--- config.mk ---
export PLATFORM = sky130hd
export DESIGN_NAME = riscv_core
export DESIGN_NICKNAME = d
export VERILOG_FILES = /design/src/source/core_pkg.sv /design/src/source/riscv_core.sv /design/src/source/memory_writeback.sv /design/src/source/execute_stage.sv /design/src/source/decode_stage.sv /design/src/source/hazard_unit.sv /design/src/source/instr_decoder.sv /design/src/source/fetch_stage.sv
export SDC_FILE = /design/constraint.sdc
export NUM_CORES = 1
export LEC_CHECK = 0
export BUFFER_PORTS_ARGS = -buffer_cell sky130_fd_sc_hd__buf_2
export CAP_MARGIN = 30
export CORE_MARGIN = 2
export CORE_UTILIZATION = 60
export CTS_CLUSTER_DIAMETER = 30
export DETAILED_ROUTE_END_ITERATION = 6
export PLACE_DENSITY = 0.81
export SLEW_MARGIN = 20
export SYNTH_ARGS = -nofsm -noshare
export SYNTH_HDL_FRONTEND = slang
export SYNTH_SLANG_ARGS = --single-unit
--- constraint.sdc ---
create_clock -name CLK -period 10.1 [get_ports CLK]
set_input_delay 2.02 -clock CLK [delete_from_list [all_inputs] [get_ports CLK]]
set_output_delay 2.02 -clock CLK [all_outputs]
set_load 0.02 [all_outputs]
--- src/source/core_pkg.sv ---
`default_nettype none

package core_pkg;

  typedef logic [31:0] word_t;      // data, address and instruction word
  typedef logic [4:0]  reg_addr_t;
  typedef logic [2:0]  alu_fn_t;
  typedef logic [1:0]  fwd_sel_t;   // where an operand is taken from
  typedef logic [2:0]  br_type_t;
  typedef logic [1:0]  wb_from_t;

  // major opcodes of the kept instructions
  localparam logic [6:0] OP_LUI    = 7'b0110111;
  localparam logic [6:0] OP_IMM    = 7'b0010011;
  localparam logic [6:0] OP_REG    = 7'b0110011;
  localparam logic [6:0] OP_LOAD   = 7'b0000011;
  localparam logic [6:0] OP_STORE  = 7'b0100011;
  localparam logic [6:0] OP_BRANCH = 7'b1100011;
  localparam logic [6:0] OP_JAL    = 7'b1101111;

  localparam alu_fn_t ALU_ADD   = 3'd0;
  localparam alu_fn_t ALU_SUB   = 3'd1;
  localparam alu_fn_t ALU_AND   = 3'd2;
  localparam alu_fn_t ALU_OR    = 3'd3;
  localparam alu_fn_t ALU_XOR   = 3'd4;
  localparam alu_fn_t ALU_SLT   = 3'd5;
  localparam alu_fn_t ALU_PASS2 = 3'd6;   // result is operand 2, used by lui

  localparam fwd_sel_t FWD_RF  = 2'd0;    // value read in decode
  localparam fwd_sel_t FWD_EX  = 2'd1;
  localparam fwd_sel_t FWD_MEM = 2'd2;
  localparam fwd_sel_t FWD_WB  = 2'd3;

  localparam br_type_t BR_NONE = 3'd0;
  localparam br_type_t BR_EQ   = 3'd1;
  localparam br_type_t BR_NE   = 3'd2;
  localparam br_type_t BR_LT   = 3'd3;
  localparam br_type_t BR_J    = 3'd4;

  localparam wb_from_t WB_ALU  = 2'd0;
  localparam wb_from_t WB_MEM  = 2'd1;
  localparam wb_from_t WB_LINK = 2'd2;    // pc + 4 of a jal

  localparam word_t NOP_INST = 32'h0000_0013;  // addi x0, x0, 0
  localparam word_t RESET_PC = 32'h0000_0000;

endpackage

`default_nettype wire
--- src/source/riscv_core.sv ---
`default_nettype none

module riscv_core (
  input  wire                       CLK,
  input  wire                       reset,
  output core_pkg::word_t           i_mem_addr,
  input  wire core_pkg::word_t      i_mem_data,
  output logic                      d_mem_csn,
  output logic                      d_mem_wen,
  output core_pkg::word_t           d_mem_addr,
  output core_pkg::word_t           d_mem_wdata,
  input  wire core_pkg::word_t      d_mem_rdata,
  output core_pkg::reg_addr_t       rf_ra1,
  output core_pkg::reg_addr_t       rf_ra2,
  input  wire core_pkg::word_t      rf_rd1,
  input  wire core_pkg::word_t      rf_rd2,
  output logic                      rf_we,
  output core_pkg::reg_addr_t       rf_wa,
  output core_pkg::word_t           rf_wd
);

  // fetch and hazard control
  logic                stall;
  logic                redirect;
  core_pkg::word_t     redirect_pc;
  core_pkg::word_t     if_id_inst;
  core_pkg::word_t     if_id_pc;
  core_pkg::reg_addr_t id_rs1;
  core_pkg::reg_addr_t id_rs2;
  logic                id_uses_rs1;
  logic                id_uses_rs2;
  logic                id_is_branch;
  core_pkg::fwd_sel_t  id_fwd1;
  core_pkg::fwd_sel_t  id_fwd2;
  core_pkg::fwd_sel_t  ex_fwd1;
  core_pkg::fwd_sel_t  ex_fwd2;

  // ID/EX
  core_pkg::reg_addr_t ex_rd;
  core_pkg::word_t     ex_op1;
  core_pkg::word_t     ex_op2;
  core_pkg::word_t     ex_imm;
  core_pkg::word_t     ex_link;
  core_pkg::alu_fn_t   ex_alu_fn;
  logic                ex_alu_src_imm;
  logic                ex_reg_write;
  logic                ex_mem_read;
  logic                ex_mem_write;
  core_pkg::wb_from_t  ex_wb_from;
  core_pkg::word_t     ex_result;

  // EX/MEM and MEM/WB
  core_pkg::reg_addr_t mem_rd;
  core_pkg::word_t     mem_result;
  core_pkg::word_t     mem_store_data;
  core_pkg::word_t     mem_link;
  logic                mem_reg_write;
  logic                mem_mem_read;
  logic                mem_mem_write;
  core_pkg::wb_from_t  mem_wb_from;
  core_pkg::reg_addr_t wb_rd;
  logic                wb_reg_write;
  core_pkg::word_t     wb_data;

  assign rf_we = wb_reg_write;
  assign rf_wa = wb_rd;
  assign rf_wd = wb_data;

  fetch_stage i_fetch (
    .CLK, .reset, .stall, .redirect, .redirect_pc,
    .i_mem_data, .i_mem_addr, .if_id_inst, .if_id_pc
  );

  decode_stage i_decode (
    .CLK, .reset, .stall, .if_id_inst, .if_id_pc,
    .rf_rd1, .rf_rd2, .ex_result, .mem_result, .wb_data,
    .id_fwd1, .id_fwd2, .rf_ra1, .rf_ra2,
    .id_rs1, .id_rs2, .id_uses_rs1, .id_uses_rs2, .id_is_branch,
    .redirect, .redirect_pc,
    .ex_rd, .ex_op1, .ex_op2, .ex_imm, .ex_link, .ex_alu_fn, .ex_alu_src_imm,
    .ex_reg_write, .ex_mem_read, .ex_mem_write, .ex_wb_from
  );

  execute_stage i_execute (
    .CLK, .reset,
    .ex_rd, .ex_op1, .ex_op2, .ex_imm, .ex_link, .ex_alu_fn, .ex_alu_src_imm,
    .ex_reg_write, .ex_mem_read, .ex_mem_write, .ex_wb_from,
    .ex_fwd1, .ex_fwd2, .wb_data, .ex_result,
    .mem_rd, .mem_result, .mem_store_data, .mem_link,
    .mem_reg_write, .mem_mem_read, .mem_mem_write, .mem_wb_from
  );

  memory_writeback i_mem_wb (
    .CLK, .reset,
    .mem_rd, .mem_result, .mem_store_data, .mem_link,
    .mem_reg_write, .mem_mem_read, .mem_mem_write, .mem_wb_from,
    .d_mem_rdata, .d_mem_csn, .d_mem_wen, .d_mem_addr, .d_mem_wdata,
    .wb_rd, .wb_reg_write, .wb_data
  );

  hazard_unit i_hazard (
    .CLK, .reset,
    .id_rs1, .id_rs2, .id_uses_rs1, .id_uses_rs2, .id_is_branch,
    .ex_rd, .mem_rd, .wb_rd, .ex_reg_write, .mem_reg_write, .wb_reg_write,
    .ex_mem_read, .mem_mem_read,
    .stall, .id_fwd1, .id_fwd2, .ex_fwd1, .ex_fwd2
  );

endmodule

`default_nettype wire

--- src/source/memory_writeback.sv ---
`default_nettype none

module memory_writeback (
  input  wire                       CLK,
  input  wire                       reset,
  input  wire core_pkg::reg_addr_t  mem_rd,
  input  wire core_pkg::word_t      mem_result,
  input  wire core_pkg::word_t      mem_store_data,
  input  wire core_pkg::word_t      mem_link,
  input  wire                       mem_reg_write,
  input  wire                       mem_mem_read,
  input  wire                       mem_mem_write,
  input  wire core_pkg::wb_from_t   mem_wb_from,
  input  wire core_pkg::word_t      d_mem_rdata,
  output logic                      d_mem_csn,
  output logic                      d_mem_wen,
  output core_pkg::word_t           d_mem_addr,
  output core_pkg::word_t           d_mem_wdata,
  output core_pkg::reg_addr_t       wb_rd,
  output logic                      wb_reg_write,
  output core_pkg::word_t           wb_data
);

  core_pkg::word_t    load_word;
  core_pkg::word_t    alu_word;
  core_pkg::word_t    link_word;
  core_pkg::wb_from_t wb_from;

  assign d_mem_csn   = !(mem_mem_read || mem_mem_write);  // active low
  assign d_mem_wen   = !mem_mem_write;
  assign d_mem_addr  = mem_result;
  assign d_mem_wdata = mem_store_data;

  always_ff @(posedge CLK)
  begin
    if (reset)
      wb_reg_write <= 1'b0;
    else
      wb_reg_write <= mem_reg_write;
  end

  always_ff @(posedge CLK)
  begin
    wb_rd     <= mem_rd;
    load_word <= d_mem_rdata;
    alu_word  <= mem_result;
    link_word <= mem_link;
    wb_from   <= mem_wb_from;
  end

  always_comb
  begin
    case (wb_from)
      core_pkg::WB_MEM:  wb_data = load_word;
      core_pkg::WB_LINK: wb_data = link_word;
      default:           wb_data = alu_word;
    endcase
  end

  // decode never sets both, checked where the strobes leave the core
  mem_rw_excl: assert property (@(posedge CLK) disable iff (reset)
                                !(mem_mem_read && mem_mem_write))
    else $error("load and store flags set together");

endmodule

`default_nettype wire

--- src/source/execute_stage.sv ---
`default_nettype none

module execute_stage (
  input  wire                       CLK,
  input  wire                       reset,
  input  wire core_pkg::reg_addr_t  ex_rd,
  input  wire core_pkg::word_t      ex_op1,
  input  wire core_pkg::word_t      ex_op2,
  input  wire core_pkg::word_t      ex_imm,
  input  wire core_pkg::word_t      ex_link,
  input  wire core_pkg::alu_fn_t    ex_alu_fn,
  input  wire                       ex_alu_src_imm,
  input  wire                       ex_reg_write,
  input  wire                       ex_mem_read,
  input  wire                       ex_mem_write,
  input  wire core_pkg::wb_from_t   ex_wb_from,
  input  wire core_pkg::fwd_sel_t   ex_fwd1,
  input  wire core_pkg::fwd_sel_t   ex_fwd2,
  input  wire core_pkg::word_t      wb_data,
  output core_pkg::word_t           ex_result,
  output core_pkg::reg_addr_t       mem_rd,
  output core_pkg::word_t           mem_result,
  output core_pkg::word_t           mem_store_data,
  output core_pkg::word_t           mem_link,
  output logic                      mem_reg_write,
  output logic                      mem_mem_read,
  output logic                      mem_mem_write,
  output core_pkg::wb_from_t        mem_wb_from
);

  core_pkg::word_t a;
  core_pkg::word_t b;       // rs2 value, also the store data
  core_pkg::word_t alu_b;

  // producers that were still in flight while this op sat in decode
  function automatic core_pkg::word_t late_fwd(input core_pkg::fwd_sel_t sel,
                                               input core_pkg::word_t op);
    case (sel)
      core_pkg::FWD_MEM: return mem_result;
      core_pkg::FWD_WB:  return wb_data;
      default:           return op;
    endcase
  endfunction

  always_comb
  begin
    a     = late_fwd(ex_fwd1, ex_op1);
    b     = late_fwd(ex_fwd2, ex_op2);
    alu_b = ex_alu_src_imm ? ex_imm : b;
    case (ex_alu_fn)
      core_pkg::ALU_SUB:   ex_result = a - alu_b;
      core_pkg::ALU_AND:   ex_result = a & alu_b;
      core_pkg::ALU_OR:    ex_result = a | alu_b;
      core_pkg::ALU_XOR:   ex_result = a ^ alu_b;
      core_pkg::ALU_SLT:   ex_result = {31'b0, $signed(a) < $signed(alu_b)};
      core_pkg::ALU_PASS2: ex_result = alu_b;
      default:             ex_result = a + alu_b;   // also load and store address
    endcase
  end

  always_ff @(posedge CLK)
  begin
    if (reset)
    begin
      mem_reg_write <= 1'b0;
      mem_mem_read  <= 1'b0;
      mem_mem_write <= 1'b0;
    end
    else
    begin
      mem_reg_write <= ex_reg_write;
      mem_mem_read  <= ex_mem_read;
      mem_mem_write <= ex_mem_write;
    end
  end

  always_ff @(posedge CLK)
  begin
    mem_rd         <= ex_rd;
    mem_result     <= ex_result;
    mem_store_data <= b;
    mem_link       <= ex_link;
    mem_wb_from    <= ex_wb_from;
  end

endmodule

`default_nettype wire

--- src/source/decode_stage.sv ---
`default_nettype none

module decode_stage (
  input  wire                       CLK,
  input  wire                       reset,
  input  wire                       stall,
  input  wire core_pkg::word_t      if_id_inst,
  input  wire core_pkg::word_t      if_id_pc,
  input  wire core_pkg::word_t      rf_rd1,
  input  wire core_pkg::word_t      rf_rd2,
  input  wire core_pkg::word_t      ex_result,
  input  wire core_pkg::word_t      mem_result,
  input  wire core_pkg::word_t      wb_data,
  input  wire core_pkg::fwd_sel_t   id_fwd1,
  input  wire core_pkg::fwd_sel_t   id_fwd2,
  output core_pkg::reg_addr_t       rf_ra1,
  output core_pkg::reg_addr_t       rf_ra2,
  output core_pkg::reg_addr_t       id_rs1,
  output core_pkg::reg_addr_t       id_rs2,
  output logic                      id_uses_rs1,
  output logic                      id_uses_rs2,
  output logic                      id_is_branch,
  output logic                      redirect,
  output core_pkg::word_t           redirect_pc,
  output core_pkg::reg_addr_t       ex_rd,
  output core_pkg::word_t           ex_op1,
  output core_pkg::word_t           ex_op2,
  output core_pkg::word_t           ex_imm,
  output core_pkg::word_t           ex_link,
  output core_pkg::alu_fn_t         ex_alu_fn,
  output logic                      ex_alu_src_imm,
  output logic                      ex_reg_write,
  output logic                      ex_mem_read,
  output logic                      ex_mem_write,
  output core_pkg::wb_from_t        ex_wb_from
);

  core_pkg::reg_addr_t rd;
  core_pkg::word_t     imm;
  core_pkg::word_t     op1;
  core_pkg::word_t     op2;
  core_pkg::alu_fn_t   alu_fn;
  core_pkg::br_type_t  br_type;
  core_pkg::wb_from_t  wb_from;
  logic                alu_src_imm;
  logic                reg_write;
  logic                mem_read;
  logic                mem_write;

  instr_decoder i_decoder (
    .inst        (if_id_inst),
    .rs1         (id_rs1),
    .rs2         (id_rs2),
    .rd          (rd),
    .imm         (imm),
    .alu_fn      (alu_fn),
    .alu_src_imm (alu_src_imm),
    .uses_rs1    (id_uses_rs1),
    .uses_rs2    (id_uses_rs2),
    .reg_write   (reg_write),
    .mem_read    (mem_read),
    .mem_write   (mem_write),
    .br_type     (br_type),
    .wb_from     (wb_from)
  );

  function automatic core_pkg::word_t fwd_mux(input core_pkg::fwd_sel_t sel,
                                              input core_pkg::word_t rf_val);
    case (sel)
      core_pkg::FWD_EX:  return ex_result;
      core_pkg::FWD_MEM: return mem_result;
      core_pkg::FWD_WB:  return wb_data;    // rf still returns the old value
      default:           return rf_val;
    endcase
  endfunction

  assign rf_ra1       = id_rs1;
  assign rf_ra2       = id_rs2;
  assign id_is_branch = (br_type != core_pkg::BR_NONE);
  assign redirect_pc  = if_id_pc + imm;

  always_comb
  begin
    op1 = fwd_mux(id_fwd1, rf_rd1);
    op2 = fwd_mux(id_fwd2, rf_rd2);
    case (br_type)
      core_pkg::BR_EQ: redirect = (op1 == op2);
      core_pkg::BR_NE: redirect = (op1 != op2);
      core_pkg::BR_LT: redirect = ($signed(op1) < $signed(op2));
      core_pkg::BR_J:  redirect = 1'b1;
      default:         redirect = 1'b0;
    endcase
  end

  always_ff @(posedge CLK)
  begin
    if (reset || stall)   // bubble into ID/EX
    begin
      ex_reg_write <= 1'b0;
      ex_mem_read  <= 1'b0;
      ex_mem_write <= 1'b0;
    end
    else
    begin
      ex_reg_write <= reg_write;
      ex_mem_read  <= mem_read;
      ex_mem_write <= mem_write;
    end
  end

  always_ff @(posedge CLK)
  begin
    ex_rd          <= rd;
    ex_op1         <= op1;
    ex_op2         <= op2;
    ex_imm         <= imm;
    ex_link        <= if_id_pc + 32'd4;   // link of this very jal
    ex_alu_fn      <= alu_fn;
    ex_alu_src_imm <= alu_src_imm;
    ex_wb_from     <= wb_from;
  end

endmodule

`default_nettype wire

--- src/source/hazard_unit.sv ---
`default_nettype none

module hazard_unit (
  input  wire                       CLK,
  input  wire                       reset,
  input  wire core_pkg::reg_addr_t  id_rs1,
  input  wire core_pkg::reg_addr_t  id_rs2,
  input  wire                       id_uses_rs1,
  input  wire                       id_uses_rs2,
  input  wire                       id_is_branch,
  input  wire core_pkg::reg_addr_t  ex_rd,
  input  wire core_pkg::reg_addr_t  mem_rd,
  input  wire core_pkg::reg_addr_t  wb_rd,
  input  wire                       ex_reg_write,
  input  wire                       mem_reg_write,
  input  wire                       wb_reg_write,
  input  wire                       ex_mem_read,
  input  wire                       mem_mem_read,
  output logic                      stall,
  output core_pkg::fwd_sel_t        id_fwd1,
  output core_pkg::fwd_sel_t        id_fwd2,
  output core_pkg::fwd_sel_t        ex_fwd1,
  output core_pkg::fwd_sel_t        ex_fwd2
);

  logic load_use;
  logic load_branch;

  // youngest producer first, seen from decode this cycle
  // reg_write is never set for rd zero, so x0 matches no producer
  function automatic core_pkg::fwd_sel_t id_sel(input core_pkg::reg_addr_t rs);
    if (ex_reg_write && ex_rd == rs)
      return core_pkg::FWD_EX;
    else if (mem_reg_write && mem_rd == rs)
      return core_pkg::FWD_MEM;
    else if (wb_reg_write && wb_rd == rs)
      return core_pkg::FWD_WB;
    return core_pkg::FWD_RF;
  endfunction

  // seen from execute next cycle, so each producer has moved one stage on
  function automatic core_pkg::fwd_sel_t ex_sel(input core_pkg::reg_addr_t rs);
    if (ex_reg_write && ex_rd == rs)
      return core_pkg::FWD_MEM;
    else if (mem_reg_write && mem_rd == rs)
      return core_pkg::FWD_WB;
    return core_pkg::FWD_RF;
  endfunction

  always_comb
  begin
    id_fwd1 = id_sel(id_rs1);
    id_fwd2 = id_sel(id_rs2);
  end

  always_ff @(posedge CLK)
  begin
    if (reset)
    begin
      ex_fwd1 <= core_pkg::FWD_RF;
      ex_fwd2 <= core_pkg::FWD_RF;
    end
    else
    begin
      ex_fwd1 <= ex_sel(id_rs1);
      ex_fwd2 <= ex_sel(id_rs2);
    end
  end

  assign load_use = ex_mem_read && ex_reg_write &&
                    ((id_uses_rs1 && ex_rd == id_rs1) || (id_uses_rs2 && ex_rd == id_rs2));
  // branch compares in decode, so a load one stage further still blocks it
  assign load_branch = id_is_branch && mem_mem_read && mem_reg_write &&
                       ((id_uses_rs1 && mem_rd == id_rs1) || (id_uses_rs2 && mem_rd == id_rs2));
  assign stall = load_use || load_branch;

  x0_id_fwd1: assert property (@(posedge CLK) disable iff (reset)
                               (id_rs1 == '0) |-> (id_fwd1 == core_pkg::FWD_RF));
  x0_id_fwd2: assert property (@(posedge CLK) disable iff (reset)
                               (id_rs2 == '0) |-> (id_fwd2 == core_pkg::FWD_RF));
  x0_fwd1: assert property (@(posedge CLK) disable iff (reset)
                            (id_rs1 == '0) |=> (ex_fwd1 == core_pkg::FWD_RF));
  x0_fwd2: assert property (@(posedge CLK) disable iff (reset)
                            (id_rs2 == '0) |=> (ex_fwd2 == core_pkg::FWD_RF));

endmodule

`default_nettype wire

--- src/source/instr_decoder.sv ---
`default_nettype none

module instr_decoder (
  input  wire core_pkg::word_t  inst,
  output core_pkg::reg_addr_t   rs1,
  output core_pkg::reg_addr_t   rs2,
  output core_pkg::reg_addr_t   rd,
  output core_pkg::word_t       imm,
  output core_pkg::alu_fn_t     alu_fn,
  output logic                  alu_src_imm,
  output logic                  uses_rs1,
  output logic                  uses_rs2,
  output logic                  reg_write,
  output logic                  mem_read,
  output logic                  mem_write,
  output core_pkg::br_type_t    br_type,
  output core_pkg::wb_from_t    wb_from
);

  logic [2:0] funct3;
  logic       wr;     // write intent before the x0 check

  assign rs1       = inst[19:15];
  assign rs2       = inst[24:20];
  assign rd        = inst[11:7];
  assign funct3    = inst[14:12];
  assign reg_write = wr && (rd != '0);

  always_comb
  begin
    imm         = '0;
    alu_fn      = core_pkg::ALU_ADD;
    alu_src_imm = 1'b0;
    uses_rs1    = 1'b0;
    uses_rs2    = 1'b0;
    wr          = 1'b0;
    mem_read    = 1'b0;
    mem_write   = 1'b0;
    br_type     = core_pkg::BR_NONE;
    wb_from     = core_pkg::WB_ALU;
    case (inst[6:0])
      core_pkg::OP_LUI:
      begin
        imm         = {inst[31:12], 12'b0};
        alu_fn      = core_pkg::ALU_PASS2;
        alu_src_imm = 1'b1;
        wr          = 1'b1;
      end
      core_pkg::OP_IMM:
      begin
        imm         = {{20{inst[31]}}, inst[31:20]};
        alu_src_imm = 1'b1;
        uses_rs1    = 1'b1;
        wr          = (funct3 == 3'b000);   // addi only
      end
      core_pkg::OP_REG:
      begin
        uses_rs1 = 1'b1;
        uses_rs2 = 1'b1;
        wr       = 1'b1;
        case (funct3)
          3'b000:  alu_fn = inst[30] ? core_pkg::ALU_SUB : core_pkg::ALU_ADD;
          3'b010:  alu_fn = core_pkg::ALU_SLT;
          3'b100:  alu_fn = core_pkg::ALU_XOR;
          3'b110:  alu_fn = core_pkg::ALU_OR;
          3'b111:  alu_fn = core_pkg::ALU_AND;
          default: wr = 1'b0;   // shifts and sltu are not decoded
        endcase
      end
      core_pkg::OP_LOAD:
      begin
        imm         = {{20{inst[31]}}, inst[31:20]};
        alu_src_imm = 1'b1;
        uses_rs1    = 1'b1;
        wr          = 1'b1;
        mem_read    = 1'b1;
        wb_from     = core_pkg::WB_MEM;
      end
      core_pkg::OP_STORE:
      begin
        imm         = {{20{inst[31]}}, inst[31:25], inst[11:7]};
        alu_src_imm = 1'b1;
        uses_rs1    = 1'b1;
        uses_rs2    = 1'b1;   // store data
        mem_write   = 1'b1;
      end
      core_pkg::OP_BRANCH:
      begin
        imm      = {{19{inst[31]}}, inst[31], inst[7], inst[30:25], inst[11:8], 1'b0};
        uses_rs1 = 1'b1;
        uses_rs2 = 1'b1;
        case (funct3)
          3'b000:  br_type = core_pkg::BR_EQ;
          3'b001:  br_type = core_pkg::BR_NE;
          3'b100:  br_type = core_pkg::BR_LT;
          default: br_type = core_pkg::BR_NONE;
        endcase
      end
      core_pkg::OP_JAL:
      begin
        imm     = {{11{inst[31]}}, inst[31], inst[19:12], inst[20], inst[30:21], 1'b0};
        br_type = core_pkg::BR_J;
        wr      = 1'b1;
        wb_from = core_pkg::WB_LINK;
      end
      default: ;    // unknown opcode behaves as a nop
    endcase
  end

endmodule

`default_nettype wire

--- src/source/fetch_stage.sv ---
`default_nettype none

module fetch_stage (
  input  wire                   CLK,
  input  wire                   reset,
  input  wire                   stall,
  input  wire                   redirect,
  input  wire core_pkg::word_t  redirect_pc,
  input  wire core_pkg::word_t  i_mem_data,
  output core_pkg::word_t       i_mem_addr,
  output core_pkg::word_t       if_id_inst,
  output core_pkg::word_t       if_id_pc
);

  core_pkg::word_t pc;

  assign i_mem_addr = pc;

  // stall wins over redirect, so a stalled branch is resolved again later
  always_ff @(posedge CLK)
  begin
    if (reset)
    begin
      pc         <= core_pkg::RESET_PC;
      if_id_inst <= core_pkg::NOP_INST;
    end
    else if (!stall)
    begin
      if (redirect)
      begin
        pc         <= redirect_pc;
        if_id_inst <= core_pkg::NOP_INST;   // squash the wrong-path fetch
      end
      else
      begin
        pc         <= pc + 32'd4;
        if_id_inst <= i_mem_data;
      end
    end
  end

  always_ff @(posedge CLK)
  begin
    if (!stall)
      if_id_pc <= pc;
  end

  // branch and jump targets from decode must keep the pc aligned
  pc_aligned: assert property (@(posedge CLK) disable iff (reset) pc[1:0] == 2'b00)
    else $error("pc not word aligned: %h", pc);

endmodule

`default_nettype wire

==> results.json <==
{
  "area_growth_pct": 18.8,
  "yosysWarnings": 0,
  "ant_nets": 0,
  "clockBufferDepth": 3,
  "insertion_delay_ns": 0.64,
  "ios": 276,
  "synthesis.area_um2": 25100,
  "yosysUniqueCellTypes": 91,
  "drcViolationCount": 4,
  "synthMuxAreaShare_pct": 6.51,
  "vias": 25300,
  "clock.fmax_ghz": 0.103,
  "synth-edff-count": 32,
  "post_synth.cell_area_avg_um2": 8.43,
  "synth_cells": 2982,
  "final_cells": 3798,
  "cp-start-kind": "register",
  "ctsHoldBuffers": 0,
  "end_kind": "register",
  "syn_nets": 3278,
  "worstMarginPinSlew_ns": 1.01,
  "rsz0062_at_grt": "no",
  "multiInputGateArea_um2": 14500,
  "post_cts_resized": 0,
  "grt_max_degree": 79,
  "totalPowerFinal_uw": 6390,
  "seq_area_um2": 9380,
  "routabilityCongestion": 1.01,
  "die-area_um2": 43600,
  "cts_sinks": 452,
  "slew_headroom_pct": 32.2,
  "worstHoldStart": "i_execute.mem_link[0]",
  "holdPathEnd": "i_mem_wb.link_word[0]",
  "clkTransAtPathRegs_ns": 0.05,
  "hold_violations": 0,
  "antenna_found_initial": 2,
  "synth_compound_area_share_pct": 23.9,
  "required_ns": 10.58,
  "drv_slew": 0,
  "tritoncts": "built",
  "cap_violations": 0,
  "htree_levels": 3,
  "nFillCells": 3184,
  "r2r-end": "i_fetch.i_mem_addr[12]",
  "dp.cells": 3641,
  "leakage_uw": 0.0130,
  "initial_utilization_pct": 60.4,
  "hold_slack_ns": 0.324,
  "path_class": "register to register",
  "routedWlPerCell_um": 26.7,
  "setup_violations": 0,
  "min_path_type": "register to register",
  "grt_pass1_wl_um": 149000,
  "finalSetupTns_ns": 0,
  "synth_xor_area_share_pct": 3.66,
  "die_y_um": 209,
  "drive_above_1_share_pct": 16.4,
  "synth-simple-area-share_pct": 14.8,
  "totalWireLength_um": 101000,
  "crit_path_max_fanout": 68,
  "status": "complete, but fails checks",
  "ys_seq_area_share_pct": 37.3,
  "post_cts_buffers": 0,
  "ir_worst_vdd_v": 0.000204,
  "min_period_ns": 9.75,
  "min_path_cells": 0,
  "fin_crit_sh_pct": 96.5,
  "rows": 75,
  "grt_pass1_vias": 24000,
  "synthAdderAreaFrac_pct": 8.35,
  "grt.total_usage_pct": 45.1,
  "port_buffers": 275,
  "r2r_slack_ns": 0.35,
  "die_w_um": 209,
  "overflow": 0,
  "first_iter_violations": 3144,
  "crit_start": "i_mem_wb.wb_from[0]",
  "p_per_area_nw_per_um2": 214,
  "synth_ff_type": "dfxtp_1",
  "dp.final_hpwl_um": 74000,
  "coreArea_um2": 41700,
  "cts_made_buffers": 82,
  "synth_seq_cells": 452,
  "slowest_delay_ns": 0.86,
  "fin_skew_ns": 0.0299,
  "synth_top_family_by_area": "compound AO/OA/AOI/OAI gates",
  "reg2regPathDepth": 31,
  "first_pass_iters": 7,
  "rr_startpoint": "i_mem_wb.wb_from[0]",
  "violations": "design-rule violations",
  "worstPathArrival_ns": 10.23,
  "cp_slowest_cell": "a2111oi_0",
  "via_per_inst": 6.66,
  "clock-root-buffer": "clkbuf_16",
  "final_nets": 3483,
  "synthArstFlopShare_pct": 0
}
## critical path, delay by kind of cell (launching register included)
| kind | cells | cell delay (ns) |
|---|---|---|
| AND/OR/NAND/NOR | 9 | 3.00 |
| AO/OA/AOI/OAI | 10 | 2.85 |
| adder cells (fa/ha/maj) | 3 | 1.62 |
| multiplexers | 4 | 0.82 |
| buffers and inverters | 4 | 0.76 |
| flip-flops | 1 | 0.33 |
| XOR/XNOR | 1 | 0.17 |
## state kept, by name, indices dropped and copies added (netlist names), 32 cells and up
signal,cells
i_decode.ex_imm,32
i_decode.ex_link,32
i_decode.ex_op1,32
i_decode.ex_op2,32
i_execute.mem_link,32
i_execute.mem_result,32
i_execute.mem_store_data,32
i_fetch.i_mem_addr,32
i_fetch.if_id_inst,32
i_fetch.if_id_pc,32
i_mem_wb.alu_word,32
i_mem_wb.link_word,32
i_mem_wb.load_word,32
## stage by stage
step	setup WS (ns)	utilization, %	instance area (µm²)
2_1_floorplan	2.82	-	25100
3_3_place_gp	0.663	64.3	26800
3_5_place_dp	0.663	64.3	26800
4_1_cts	0.542	71.7	29900
5_1_grt	0.00347	71.7	29900
6_report	0.350	71.7	29900
## synth_stat cells, drive strengths merged (11+ instances only)
master | number | area share [%]
a31oi | 17 | 0.42
nand2b | 20 | 0.50
a221oi | 16 | 0.58
o31ai | 16 | 0.50
nand2 | 241 | 3.6
o211ai | 21 | 0.65
a21o | 82 | 2.4
a22oi | 42 | 1.3
o21a | 24 | 0.72
o21bai | 23 | 0.69
nand4 | 24 | 0.60
buf | 63 | 1.3
clkbuf | 133 | 2.0
a2111oi | 13 | 0.56
o21ai | 201 | 4.0
and2 | 11 | 0.27
a21oi | 281 | 5.6
and3 | 22 | 0.55
nor2b | 30 | 0.75
edfxtp | 32 | 3.8
or2 | 11 | 0.28
nand3 | 84 | 1.7
dfxtp | 420 | 33
nor3 | 68 | 1.4
nor2 | 258 | 3.9
mux2 | 20 | 0.90
mux2i | 141 | 5.6
inv | 148 | 2.2
a211oi | 83 | 2.5
ha | 163 | 8.1
o22ai | 14 | 0.37
xor2 | 37 | 1.3
xnor2 | 68 | 2.4
nor4 | 18 | 0.45
## report_power, final
group / internal, µW / total, µW / leakage [µW] / switching [µW]
Combinational: 416 / 1280 / 0.00763 / 868
Clock: 1990 / 3010 / 0.00149 / 1020
Sequential: 1950 / 2100 / 0.00387 / 151
Total: 4360 / 6390 / 0.0130 / 2040
## worst max-delay path by stage
stage | endpoint | slack, ns | cells past startpoint
after floorplan | i_fetch.if_id_inst[12] | 2.82 | 37
after global placement | i_fetch.i_mem_addr[12] | 0.66 | 31
after detailed placement | i_fetch.i_mem_addr[12] | 0.66 | 31
after CTS | i_fetch.i_mem_addr[12] | 0.54 | 31
after global routing | i_fetch.i_mem_addr[12] | 0.003 | 32
final | i_fetch.i_mem_addr[12] | 0.35 | 31
## layer usage
layer | global-route usage [%] | wire (µm)
met5 | 0 | 0
met4 | 30.4 | 7910
met3 | 11.2 | 11900
met2 | 69.4 | 43600
met1 | 56.1 | 38000
## layout by cell type, fill, tap and decap left out, drive strengths merged, types with 21 or more instances in the layout
cell	Yosys	routed
xnor2	68	68
and3	22	22
o21ai	201	201
xor2	37	37
a21oi	281	281
clkinv	3	23
a21o	82	82
inv	148	158
ha	163	163
nand4	24	24
buf	63	317
o21bai	23	23
a211oi	83	83
mux2i	141	141
nor2b	30	30
o21a	24	24
o211ai	21	21
nor2	258	258
a22oi	42	42
nand3	84	84
clkbuf	133	106
edfxtp	32	32
nor3	68	68
nand2	241	241
dfxtp	420	420
## cell families after synthesis
kind of cell	after synthesis
muxes	161
and+or+nand+nor	820
DFF	452
adders and majority gates	166
AOI/OAI and AO/OA	931
buffers and inverters	347
xor gates and xnor gates	105
## area by class of cell
type / instances / share of cell area [%]
flip-flops and latches: 452 / 31.4
multi-input cells: 2183 / 48.4
inverters: 151 / 1.90
diodes: 2 / 0.0167
repair buffers: 317 / 5.80
well taps: 539 / 2.26
clock inverters: 48 / 2.46
clock buffers: 106 / 7.82
(Power assumes the default switching activity.)
